--- config.mk ---
export PLATFORM = sky130hd
export DESIGN_NAME = key_unwrap_top
export DESIGN_NICKNAME = d
export VERILOG_FILES = /design/src/verilog/crypto_pkg.sv /design/src/verilog/stream_pkg.sv /design/src/verilog/key_store.sv /design/src/verilog/passphrase_check.sv /design/src/verilog/modexp_unit.sv /design/src/verilog/session_key_out.sv /design/src/verilog/key_unwrap_top.sv
export SDC_FILE = /design/constraint.sdc
export NUM_CORES = 1
export LEC_CHECK = 0
export ABC_AREA = 0
export BUFFER_PORTS_ARGS = -buffer_cell sky130_fd_sc_hd__buf_4
export CORE_ASPECT_RATIO = 0.8
export CORE_MARGIN = 2
export CORE_UTILIZATION = 60
export DETAILED_ROUTE_END_ITERATION = 6
export PLACE_DENSITY = 0.78
export SLEW_MARGIN = 10
export SYNTH_ARGS = -nofsm -noshare
export SYNTH_HDL_FRONTEND = slang
export SYNTH_SLANG_ARGS = --single-unit
--- constraint.sdc ---
create_clock -name clk -period 9.5 [get_ports clk]
set_input_delay 0.475 -clock clk [delete_from_list [all_inputs] [get_ports clk]]
set_output_delay 0.475 -clock clk [all_outputs]
set_load 0.01 [all_outputs]
--- src/verilog/crypto_pkg.sv ---
package crypto_pkg;

	// key material as loaded from the key stream
	typedef struct packed {
		logic [31:0] modulus;  // n
		logic [31:0] exponent; // private exponent d
		logic [31:0] digest;   // stored passphrase digest
	} key_material_t;

	// passphrase stage
	typedef enum logic [1:0] {
		ENTRY,
		COMPARE,
		UNLOCKED
	} unlock_state_e;

	// exponentiation stage
	typedef enum logic [1:0] {
		IDLE,
		SQUARE,
		MULTIPLY,
		DONE
	} modexp_state_e;

	localparam logic [31:0] DIGEST_MUL  = 32'd31; // digest = digest * 31 + code
	localparam logic [31:0] DIGEST_INIT = 32'd0;
	localparam logic [7:0]  ENTER_CODE  = 8'h0d;  // code sent along with done

endpackage

--- src/verilog/stream_pkg.sv ---
package stream_pkg;

	// one keyboard event, already framed by the receiver
	typedef struct packed {
		logic [7:0] code;  // character byte
		logic       done;  // enter pressed
		logic       clear; // wipe the typed text
	} kbd_char_t;

	// one beat of a 32-bit word stream
	typedef struct packed {
		logic [31:0] data;
	} word_beat_t;

endpackage

--- src/verilog/key_store.sv ---
`timescale 1ns/1ps

module key_store #(
	parameter int KEY_W = 32
) (
	input  logic                      clk,
	input  logic                      rst,
	input  logic                      key_valid_i,
	input  stream_pkg::word_beat_t    key_i,
	output logic                      key_ready_o,
	output crypto_pkg::key_material_t key_o,
	output logic                      key_loaded_o
);

	logic [1:0]                beat_cnt_q; // which word comes next
	logic                      loaded_q;
	crypto_pkg::key_material_t key_q;
	logic                      accept;

	assign accept       = key_valid_i && key_ready_o;
	assign key_ready_o  = !loaded_q; // drops on the edge that sets loaded
	assign key_loaded_o = loaded_q;
	assign key_o        = key_q;

	always_ff @(posedge clk) begin
		if (rst) begin
			beat_cnt_q <= 2'd0;
			loaded_q   <= 1'b0;
		end else if (accept) begin
			beat_cnt_q <= beat_cnt_q + 2'd1;
			if (beat_cnt_q == 2'd2) begin
				loaded_q <= 1'b1; // key complete after the third word
			end
		end
	end

	// key words held until reset
	always_ff @(posedge clk) begin
		if (accept) begin
			case (beat_cnt_q)
				2'd0: key_q.modulus <= 32'(key_i.data[KEY_W-1:0]);
				2'd1: key_q.exponent <= 32'(key_i.data[KEY_W-1:0]);
				2'd2: key_q.digest <= key_i.data; // digest is always full width
				default: ;
			endcase
		end
	end

endmodule

--- src/verilog/passphrase_check.sv ---
`timescale 1ns/1ps

module passphrase_check #(
	parameter int MAX_CHARS = 56
) (
	input  logic                  clk,
	input  logic                  rst,
	input  logic                  key_loaded_i,
	input  logic [31:0]           digest_i,
	input  logic                  kbd_valid_i,
	input  stream_pkg::kbd_char_t kbd_i,
	output logic                  unlocked_o,
	output logic                  led_pass_o,
	output logic                  led_fail_o
);

	localparam int CNT_W = $clog2(MAX_CHARS + 1);

	crypto_pkg::unlock_state_e state_q;
	logic [31:0]               digest_q; // running digest of typed text
	logic [CNT_W-1:0]          count_q;  // characters folded so far
	logic                      pass_q;
	logic                      fail_q;
	logic                      kbd_take;

	// keyboard is only listened to once the key is in
	assign kbd_take   = kbd_valid_i && key_loaded_i;
	assign unlocked_o = (state_q == crypto_pkg::UNLOCKED);
	assign led_pass_o = pass_q;
	assign led_fail_o = fail_q;

	always_ff @(posedge clk) begin
		if (rst) begin
			state_q  <= crypto_pkg::ENTRY;
			digest_q <= crypto_pkg::DIGEST_INIT;
			count_q  <= '0;
			pass_q   <= 1'b0;
			fail_q   <= 1'b0;
		end else begin
			case (state_q)
				crypto_pkg::ENTRY: begin
					if (kbd_take) begin
						if (kbd_i.clear) begin
							digest_q <= crypto_pkg::DIGEST_INIT; // start the text over
							count_q  <= '0;
						end else if (kbd_i.done) begin
							state_q <= crypto_pkg::COMPARE;
						end else begin
							digest_q <= digest_q * crypto_pkg::DIGEST_MUL + 32'(kbd_i.code);
							count_q  <= count_q + 1'b1;
							if (count_q == CNT_W'(MAX_CHARS - 1)) begin
								state_q <= crypto_pkg::COMPARE; // compare once the buffer is full
							end
						end
					end
				end
				crypto_pkg::COMPARE: begin
					if (digest_q == digest_i) begin
						state_q <= crypto_pkg::UNLOCKED;
						pass_q  <= 1'b1;
						fail_q  <= 1'b0;
					end else begin
						state_q  <= crypto_pkg::ENTRY; // try again
						fail_q   <= 1'b1;
						digest_q <= crypto_pkg::DIGEST_INIT;
						count_q  <= '0;
					end
				end
				default: ; // unlocked until reset
			endcase
		end
	end

endmodule

--- src/verilog/modexp_unit.sv ---
`timescale 1ns/1ps

module modexp_unit #(
	parameter int KEY_W = 32
) (
	input  logic             clk,
	input  logic             rst,
	input  logic             start_i,
	input  logic [KEY_W-1:0] base_i,
	input  logic [KEY_W-1:0] modulus_i,
	input  logic [KEY_W-1:0] exponent_i,
	output logic             busy_o,
	output logic [KEY_W-1:0] result_o,
	output logic             result_valid_o
);

	localparam int IDX_W = $clog2(KEY_W);
	localparam int CNT_W = $clog2(KEY_W + 1);

	crypto_pkg::modexp_state_e state_q;
	logic [KEY_W-1:0] n_q;
	logic [KEY_W-1:0] r_q;      // running result
	logic [KEY_W-1:0] base_q;   // base reduced mod n
	logic [KEY_W-1:0] exp_q;    // current exponent bit at the top
	logic [KEY_W-1:0] mcand_q;  // multiplicand always below n
	logic [KEY_W-1:0] mplier_q; // multiplier shifted out msb first
	logic [KEY_W:0]   acc_q;    // one spare bit for the doubled value
	logic [KEY_W:0]   acc_nxt;
	logic [CNT_W-1:0] cnt_q;
	logic [IDX_W-1:0] bits_q;   // exponent bits still below the current one
	logic [IDX_W-1:0] msb_idx;
	logic             first_q;  // first multiply also yields base mod n
	logic [KEY_W-1:0] one_mod;
	logic [KEY_W-1:0] res;

	assign one_mod        = (modulus_i == KEY_W'(1)) ? '0 : KEY_W'(1);
	assign res            = acc_q[KEY_W-1:0];
	assign busy_o         = (state_q == crypto_pkg::SQUARE) || (state_q == crypto_pkg::MULTIPLY);
	assign result_o       = r_q;
	assign result_valid_o = (state_q == crypto_pkg::DONE);

	always_comb begin : msb_scan
		msb_idx = '0;
		for (int i = 0; i < KEY_W; i++) begin
			if (exponent_i[i]) begin
				msb_idx = IDX_W'(i);
			end
		end
	end

	// one shift-add step computing 2*acc + bit*mcand mod n
	always_comb begin : mul_step
		logic [KEY_W:0] dbl;
		logic [KEY_W:0] sum;
		dbl = {acc_q[KEY_W-1:0], 1'b0};
		if (dbl >= {1'b0, n_q}) begin
			dbl = dbl - {1'b0, n_q};
		end
		sum = dbl + (mplier_q[KEY_W-1] ? {1'b0, mcand_q} : '0);
		if (sum >= {1'b0, n_q}) begin
			sum = sum - {1'b0, n_q};
		end
		acc_nxt = sum;
	end

	always_ff @(posedge clk) begin
		if (rst) begin
			state_q <= crypto_pkg::IDLE;
			cnt_q   <= '0;
			bits_q  <= '0;
			first_q <= 1'b0;
		end else begin
			case (state_q)
				crypto_pkg::IDLE, crypto_pkg::DONE: begin
					state_q <= crypto_pkg::IDLE;
					if (start_i) begin
						n_q      <= modulus_i;
						r_q      <= one_mod; // result for a zero exponent
						exp_q    <= exponent_i << (KEY_W - 1 - msb_idx);
						bits_q   <= msb_idx;
						acc_q    <= '0;
						cnt_q    <= CNT_W'(KEY_W);
						mcand_q  <= one_mod; // square of 1 skipped at the top bit
						mplier_q <= base_i;
						first_q  <= 1'b1;
						state_q  <= (exponent_i == '0) ? crypto_pkg::DONE : crypto_pkg::MULTIPLY;
					end
				end
				default: begin
					if (cnt_q != '0) begin
						acc_q    <= acc_nxt;
						mplier_q <= mplier_q << 1;
						cnt_q    <= cnt_q - 1'b1;
					end else begin
						// product finished so write back and pick the next one
						r_q     <= res;
						acc_q   <= '0;
						cnt_q   <= CNT_W'(KEY_W);
						mcand_q <= res;
						first_q <= 1'b0;
						if (first_q) begin
							base_q <= res;
						end
						if (state_q == crypto_pkg::SQUARE && exp_q[KEY_W-1]) begin
							mplier_q <= base_q;
							state_q  <= crypto_pkg::MULTIPLY;
						end else if (bits_q == '0) begin
							state_q <= crypto_pkg::DONE; // last bit done
						end else begin
							exp_q    <= exp_q << 1;
							bits_q   <= bits_q - 1'b1;
							mplier_q <= res;
							state_q  <= crypto_pkg::SQUARE;
						end
					end
				end
			endcase
		end
	end

endmodule

--- src/verilog/session_key_out.sv ---
`timescale 1ns/1ps

module session_key_out #(
	parameter int KEY_W = 32
) (
	input  logic                   clk,
	input  logic                   rst,
	input  logic                   unlocked_i,
	input  logic                   wrap_valid_i,
	input  stream_pkg::word_beat_t wrap_i,
	output logic                   wrap_ready_o,
	input  logic                   mx_busy_i,
	input  logic [KEY_W-1:0]       mx_result_i,
	input  logic                   mx_result_valid_i,
	output logic                   mx_start_o,
	output logic [KEY_W-1:0]       mx_base_o,
	input  logic                   out_ready_i,
	output logic                   out_valid_o,
	output stream_pkg::word_beat_t out_o
);

	logic                   out_valid_q;
	stream_pkg::word_beat_t out_q;
	logic                   pend_q;    // result waiting inside modexp_unit
	logic                   out_free;  // output register empty or draining
	logic                   take_result;

	assign out_free    = !out_valid_q || out_ready_i;
	assign take_result = (mx_result_valid_i || pend_q) && out_free;

	// no new word while a finished result still has nowhere to go
	assign wrap_ready_o = unlocked_i && !mx_busy_i && !pend_q &&
		!(mx_result_valid_i && !out_free);
	assign mx_start_o  = wrap_valid_i && wrap_ready_o;
	assign mx_base_o   = wrap_i.data[KEY_W-1:0];
	assign out_valid_o = out_valid_q;
	assign out_o       = out_q;

	always_ff @(posedge clk) begin
		if (rst) begin
			out_valid_q <= 1'b0;
			pend_q      <= 1'b0;
		end else begin
			if (take_result) begin
				out_valid_q <= 1'b1;
			end else if (out_ready_i) begin
				out_valid_q <= 1'b0;
			end
			if (pend_q) begin
				pend_q <= !out_free;
			end else if (mx_result_valid_i && !out_free) begin
				pend_q <= 1'b1; // result stays held in the modexp result register
			end
		end
	end

	always_ff @(posedge clk) begin
		if (take_result) begin
			out_q.data <= 32'(mx_result_i);
		end
	end

endmodule

--- src/verilog/key_unwrap_top.sv ---
`timescale 1ns/1ps

module key_unwrap_top #(
	parameter int KEY_W     = 32,
	parameter int MAX_CHARS = 56
) (
	input  logic                   clk,
	input  logic                   rst,
	input  logic                   key_valid_i,
	output logic                   key_ready_o,
	input  stream_pkg::word_beat_t key_i,
	input  logic                   kbd_valid_i,
	input  stream_pkg::kbd_char_t  kbd_i,
	input  logic                   wrap_valid_i,
	output logic                   wrap_ready_o,
	input  stream_pkg::word_beat_t wrap_i,
	output logic                   out_valid_o,
	input  logic                   out_ready_i,
	output stream_pkg::word_beat_t out_o,
	output logic                   led_pass_o,
	output logic                   led_fail_o
);

	crypto_pkg::key_material_t key;
	logic                      key_loaded;
	logic                      unlocked;
	logic                      mx_start;
	logic [KEY_W-1:0]          mx_base;
	logic                      mx_busy;
	logic [KEY_W-1:0]          mx_result;
	logic                      mx_result_valid;

	key_store #(.KEY_W(KEY_W)) u_key_store (
		.clk          (clk),
		.rst          (rst),
		.key_valid_i  (key_valid_i),
		.key_i        (key_i),
		.key_ready_o  (key_ready_o),
		.key_o        (key),
		.key_loaded_o (key_loaded)
	);

	passphrase_check #(.MAX_CHARS(MAX_CHARS)) u_passphrase_check (
		.clk          (clk),
		.rst          (rst),
		.key_loaded_i (key_loaded),
		.digest_i     (key.digest),
		.kbd_valid_i  (kbd_valid_i),
		.kbd_i        (kbd_i),
		.unlocked_o   (unlocked),
		.led_pass_o   (led_pass_o),
		.led_fail_o   (led_fail_o)
	);

	modexp_unit #(.KEY_W(KEY_W)) u_modexp_unit (
		.clk            (clk),
		.rst            (rst),
		.start_i        (mx_start),
		.base_i         (mx_base),
		.modulus_i      (key.modulus[KEY_W-1:0]),
		.exponent_i     (key.exponent[KEY_W-1:0]),
		.busy_o         (mx_busy),
		.result_o       (mx_result),
		.result_valid_o (mx_result_valid)
	);

	session_key_out #(.KEY_W(KEY_W)) u_session_key_out (
		.clk               (clk),
		.rst               (rst),
		.unlocked_i        (unlocked),
		.wrap_valid_i      (wrap_valid_i),
		.wrap_i            (wrap_i),
		.wrap_ready_o      (wrap_ready_o),
		.mx_busy_i         (mx_busy),
		.mx_result_i       (mx_result),
		.mx_result_valid_i (mx_result_valid),
		.mx_start_o        (mx_start),
		.mx_base_o         (mx_base),
		.out_ready_i       (out_ready_i),
		.out_valid_o       (out_valid_o),
		.out_o             (out_o)
	);

endmodule

==> flow_metrics.py, run 1 <==
metrics = {
    "run": {
        "drv_cap": 0,
    },
    "floorplanning": {
        "die_w_um": 234,
        "die_area_um2": 44000,
        "rows": 67,
        "boundaryPins": 117,
        "coreArea_um2": 41800,
        "die_y_um": 188,
        "initial_core_util": 0.607,
    },
    "place": {
        "dpl.hpwl_mm": 49.9,
        "io_buffer_count": 116,
        "place_congestion": 0.991,
    },
    "sta": {
        "rsz0062_at_grt": "no",
        "hold_viol": 0,
        "max-slew-margin-rel": 0.204,
        "fin_skew_ns": 0.0160,
        "slew_violations": 0,
        "worstMarginPinSlew_ns": 1.19,
        "finalCritPeriodShare": 0.943,
        "whs_ns": 0.111,
        "setup_viol_count_final": 0,
        "max_freq_ghz": 0.112,
        "fin_tns_setup_ns": 0,
        "fin_crit_ns": 8.95,
    },
    "detailed_routing": {
        "via_per_inst": 6.15,
        "drtPass1Iterations": 5,
        "drt_iter0_drc": 1757,
        "drcViolationCount": 0,
        "routed_wl_mm": 66.9,
        "postRouteAntennaNets": 0,
        "post_drt_wl_per_cell_um": 21.6,
        "vias": 19100,
    },
    "power_and_ir_drop": {
        "p_total_uw": 4470,
        "p_leak_uw": 0.0121,
        "vdd_drop_max_mv": 0.143,
        "power_density_nw_per_um2": 158,
    },
    "global_route": {
        "grt_use_total": 0.312,
        "grt_pass1_wl_mm": 106,
        "grt-ovfl-total": 0,
        "first_global_vias": 19000,
        "grt_start_max_net_pins": 76,
        "antenna_found_initial": 1,
    },
    "yosys": {
        "syn_avg_cell_area_um2": 10.5,
        "postSynth.asyncResetShare": 0,
        "syn-num-nets": 2744,
        "ys_ff_latch": 381,
        "ys_types": 83,
        "synth_area_leaders": "edfxtp_1, ha_1, fa_1, mux2i_1, dfxtp_1",
        "netlist_area_um2": 25400,
        "seq_area_frac_synth": 0.427,
        "ys_warn_count": 0,
        "syn-instance-count": 2406,
        "synth_top_area_cell": "edfxtp_1",
        "synth_top_area_share": 0.379,
        "synth_edf_count": 320,
        "synthFlopType": "edfxtp_1",
    },
    "cts": {
        "clock_latency_ns": 0.58,
        "cts_tree": "built",
        "path_clk_slew_ns": 0.07,
        "htreeDepth": 2,
        "cts_buffers": 40,
        "clk_path_buf_depth": 3,
        "cts.sinks": 381,
        "root_buffer": "clkbuf_16",
    },
    "finish": {
        "multi_input_area_um2": 13700,
        "regArea_um2": 10800,
        "nNetsFinal": 2850,
        "synthToLayoutAreaGrowth_pct": 11.8,
        "layout.filler_cells": 3156,
        "drive_gt1_frac": 0.113,
    },
    "critical_path": {
        "crit_start": "u_modexp_unit.acc_q[1]",
        "crit_arrival_ns": 9.26,
        "r2r-start": "u_modexp_unit.acc_q[1]",
        "crit_path_end": "u_modexp_unit.acc_q[10]",
        "slowest_stage": "or4_1",
        "worstPathMaxFanout": 24,
        "r2r_cells": 33,
        "cp-end-kind": "register",
        "crit_required_ns": 9.81,
        "rrSetupSlack_ns": 0.55,
        "slowest_delay_ns": 0.49,
        "critPathKind": "reg -> reg",
        "critPathLaunchType": "register",
        "rr_endpoint": "u_modexp_unit.acc_q[10]",
    },
    "hold_path": {
        "hp-class": "in -> reg",
    },
    "status": {
        "status": "complete, no violations",
    },
}
-- cell families after synthesis --
family	count (synthesis)	synth area share
xor gates and xnor gates	138	0.0476
AOI/OAI and AO/OA	571	0.142
muxes	169	0.0690
buffers and inverters	220	0.0345
adders and majority gates	258	0.155
DFF	381	0.427
and+or+nand+nor	669	0.126
-- worst max-delay path, delay by kind of cell (launching register included) --
| kind | cells | cell delay [ns] |
|---|---|---|
| AO/OA/AOI/OAI | 18 | 4.45 |
| adder cells (fa/ha/maj) | 3 | 1.20 |
| buffers and inverters | 2 | 0.54 |
| flip-flops | 1 | 0.46 |
| multiplexers | 3 | 0.63 |
| AND/OR/NAND/NOR | 7 | 1.36 |
-- state kept, by name, indices dropped and copies added (netlist names), 6 cells and up --
signal and cells:
u_session_key_out.out_o 32, u_modexp_unit.exp_q 32, u_passphrase_check.digest_q 32, u_modexp_unit.acc_q 32, u_modexp_unit.mplier_q 32, u_modexp_unit.n_q 32
u_key_store.key_o 96, u_modexp_unit.result_o 32, u_modexp_unit.cnt_q 6, u_modexp_unit.base_q 32, u_passphrase_check.count_q 6
-- metrics by stage --
| stage | area, um2 | setup slack, ns | cells | utilization |
|---|---|---|---|---|
| after floorplan | 25400 | 1.39 | 2406 | - |
| after global placement | 26900 | 0.488 | 3020 | 0.642 |
| after detailed placement | 26900 | 0.0177 | 3020 | 0.642 |
| after CTS | 28300 | 0.0126 | 3094 | 0.677 |
| after global routing | 28400 | 0.0707 | 3096 | 0.678 |
| final | 28400 | 0.546 | 3097 | 0.678 |
-- Yosys cell counts, drive strengths merged, types with 5 or more instances --
library cell	count
ha	165
fa	93
or4	10
nor2	199
and3	6
xor2	70
a21oi	159
a31oi	21
dfxtp	61
nand2	194
mux2i	132
edfxtp	320
o21a	21
clkbuf	66
nand3	29
mux2	37
or2	8
o211ai	14
and2	74
a22oi	12
o31a	7
nor4	28
nor2b	20
a21o	43
o21ai	163
o31ai	14
o21bai	19
a211oi	20
buf	14
a32oi	5
a221oi	5
nand2b	23
a22o	13
nor3	36
xnor2	68
a21boi	6
or3	16
nand4	12
inv	140
-- metal layers --
layer / track usage / vias up / wire, um
li1: - / 8968 / -
met1: 0.437 / 9250 / 29600
met2: 0.494 / 704 / 30300
met3: 0.0512 / 129 / 4850
met4: 0.106 / 0 / 2120
met5: 0 / - / 0
-- layout by cell type (no fill, tap or decap), types with 7 or more instances in the layout --
cell       Yosys  final
bufinv_16      0     10
buf_4          0    142
o21ai_0      157    155
mux2i_1      131    131
or2_2          8      8
a21o_1        43     43
a22oi_1       12     12
mux2_2        37     37
o211ai_1      14     14
a31oi_1       21     21
or3_1         15     15
a211oi_1      18     18
fa_1          93     93
or4_1         10     10
a22o_1        13     13
nor2b_1       19     19
nand2_1      194    192
nand3_1       29     29
nor3_1        35     35
a21oi_1      157    156
inv_1        140    140
xnor2_1       68     68
and2_1        74     74
o31a_1         7      7
o21bai_1      19     19
dfxtp_1       61     61
clkbuf_16      0     41
nor2_1       198    194
nor4_1        28     28
xor2_1        70     70
o21a_1        21     21
nand4_1       12     12
ha_1         165    164
edfxtp_1     320    320
nand2b_1      21     21
o31ai_1       14     14
-- report_power, final --
part / leakage (uW) / internal [uW] / switching, uW / total [uW]
logic: 0.00800 / 314 / 467 / 781
registers: 0.00341 / 1870 / 37.8 / 1910
clock network: 0.000709 / 1070 / 711 / 1780
total: 0.0121 / 3260 / 1220 / 4470
-- repair_timing --
action | CTS | global route
buffers inserted | 0 | 2
endpoints found under the setup margin | 0 | 32
resized for setup | 0 | 5
hold buffers | 0 | 0
-- worst min-delay path by stage --
| stage | start | endpoint | slack (ns) | cells past startpoint |
|---|---|---|---|---|
| 2_1_floorplan | u_key_store.key_o[74] | u_modexp_unit.n_q[10] | 0.42 | 0 |
| 3_3_place_gp | u_modexp_unit.result_o[11] | u_session_key_out.out_o[11] | 0.43 | 0 |
| 3_5_place_dp | u_modexp_unit.result_o[23] | u_session_key_out.out_o[23] | 0.43 | 0 |
| 4_1_cts | key_i[14] | u_key_store.key_o[46] | 0.09 | 1 |
| 5_1_grt | key_i[14] | u_key_store.key_o[46] | 0.11 | 1 |
| 6_report | key_i[13] | u_key_store.key_o[77] | 0.11 | 1 |
-- area by class of cell --
cell class	count	area share
inverter	140	0.0185
sequential	381	0.382
antenna	1	0.0000882
tap	552	0.0243
multi-input combinational	1805	0.484
clock buffer	44	0.0366
timing repair buffer	144	0.0390
clock inverter	30	0.0153
Power figures use the tool's default switching activity.
==> inputs of run 2 (changes only) <==
PLACE_DENSITY = 0.77   (was 0.78)
==> run 2 against run 1 <==
  * Sequential cell count did not move
  * Clock power fell by 10%
  * Cell count barely moved
  * Routed wire length fell by 0.48%
  * Critical endpoint is now u_modexp_unit.acc_q[19]
==> flow_metrics.py, run 2 (synthesis gave the netlist of run 1 again) <==
metrics = {
    "status": {
        "status": "complete, no violations",
    },
    "global_route": {
        "grt-ovfl-total": 0,
        "first_global_vias": 18800,
        "grt_pass1_wl_mm": 104,
        "grt_use_total": 0.304,
        "antenna_found_initial": 0,
        "grt_start_max_net_pins": 76,
    },
    "critical_path": {
        "critPathKind": "reg -> reg",
        "slowest_stage": "edfxtp_1",
        "crit_required_ns": 9.78,
        "cp-end-kind": "register",
        "worstPathMaxFanout": 22,
        "critPathLaunchType": "register",
        "slowest_delay_ns": 0.51,
        "r2r-start": "u_modexp_unit.acc_q[0]",
        "crit_arrival_ns": 8.99,
        "crit_start": "u_modexp_unit.acc_q[0]",
    },
    "sta": {
        "max_freq_ghz": 0.115,
        "fin_crit_ns": 8.71,
        "slew_violations": 0,
        "fin_skew_ns": 0.0220,
        "rsz0062_at_grt": "no",
        "max-slew-margin-rel": 0.176,
        "finalCritPeriodShare": 0.917,
        "setup_viol_count_final": 0,
        "worstMarginPinSlew_ns": 1.24,
        "hold_viol": 0,
        "fin_tns_setup_ns": 0,
    },
    "cts": {
        "ctsResizeCount": 0,
        "cts.sinks": 381,
        "cts_tree": "built",
        "root_buffer": "clkbuf_16",
        "clk_path_buf_depth": 3,
        "cts_buffers": 40,
        "cts_hold_buf": 0,
        "clock_latency_ns": 0.56,
        "post_cts_buffers": 0,
        "path_clk_slew_ns": 0.06,
        "htreeDepth": 2,
    },
    "finish": {
        "synthToLayoutAreaGrowth_pct": 11.0,
        "final_cell_mix": "edfxtp_1, nor2_1, nand2_1",
        "nNetsFinal": 2850,
        "diodes": 0,
        "layout_commonest_cell": "edfxtp_1",
        "postLayoutCellArea_um2": 28200,
        "largest_reg_flops": 96,
        "drive_gt1_frac": 0.109,
    },
    "place": {
        "dpl.hpwl_mm": 50.1,
        "place_congestion": 0.951,
        "placed_area_um2": 26900,
        "io_buffer_count": 116,
    },
    "run": {
        "drv_cap": 0,
    },
    "detailed_routing": {
        "vias": 19200,
        "post_drt_wl_per_cell_um": 21.5,
        "via_per_inst": 6.19,
        "drt_iter0_drc": 2009,
        "drcViolationCount": 0,
        "routed_wl_mm": 66.6,
        "postRouteAntennaNets": 0,
        "drtPass1Iterations": 6,
    },
    "floorplanning": {
        "rows": 67,
        "die_area_um2": 44000,
        "coreArea_um2": 41800,
        "initial_core_util": 0.607,
        "boundaryPins": 117,
        "die_y_um": 188,
        "die_w_um": 234,
    },
    "hold_path": {
        "min_from": "key_i[16]",
        "hp-class": "in -> reg",
    },
    "power_and_ir_drop": {
        "power_density_nw_per_um2": 151,
        "vdd_drop_max_mv": 0.141,
        "p_leak_uw": 0.0120,
    },
}
-- run 2: where the power goes --
| group | switching, uW | internal, uW |
|---|---|---|
| registers | 35.5 | 1870 |
| clock network | 675 | 921 |
| logic | 458 | 307 |
-- run 2: critical path: cells and delay by family, from the launching register on --
| kind | cells | cell delay, ns |
|---|---|---|
| buf+inv | 3 | 0.65 |
| simple gates | 10 | 1.60 |
| compound gates | 15 | 3.88 |
| mux | 3 | 0.53 |
| fa+ha+maj | 4 | 1.25 |
| flops | 1 | 0.51 |
-- run 2: cell type report --
type,count,area (um2)
fillers,3178,13700
inverters,140,526
flip-flops and latches,381,10800
multi-input cells,1805,13700
clock buffers,54,1090
well taps,552,691
repair buffers,144,1080
clock inverters,18,229
-- run 2: metal layers --
metal,vias up,track usage,part of all wire
met5,-,0,0
met2,773,0.481,0.46
met3,123,0.0408,0.068
met1,9295,0.437,0.45
met4,0,0.0906,0.029
li1,8963,-,-
-- run 2: final timing paths --
kind,endpoint,slack (ns),cells past startpoint
max,u_modexp_unit.acc_q[19],0.79,35
min,u_key_store.key_o[16],0.12,1
max reg2reg,u_modexp_unit.acc_q[19],0.79,35
min reg2reg,u_session_key_out.out_o[28],0.44,0
-- run 2: per-stage QoR --
step	total power [uW]	hold slack (ns)	instances	utilization	worst slack, ns
after global placement	2680	0.422	3022	0.642	0.864
after floorplan	2490	0.417	2406	-	1.39
after CTS	4280	0.107	3094	0.673	0.665
final	4270	0.124	3094	0.674	0.788
after global routing	4430	0.112	3094	0.674	0.111
after detailed placement	2690	0.428	3022	0.642	0.710
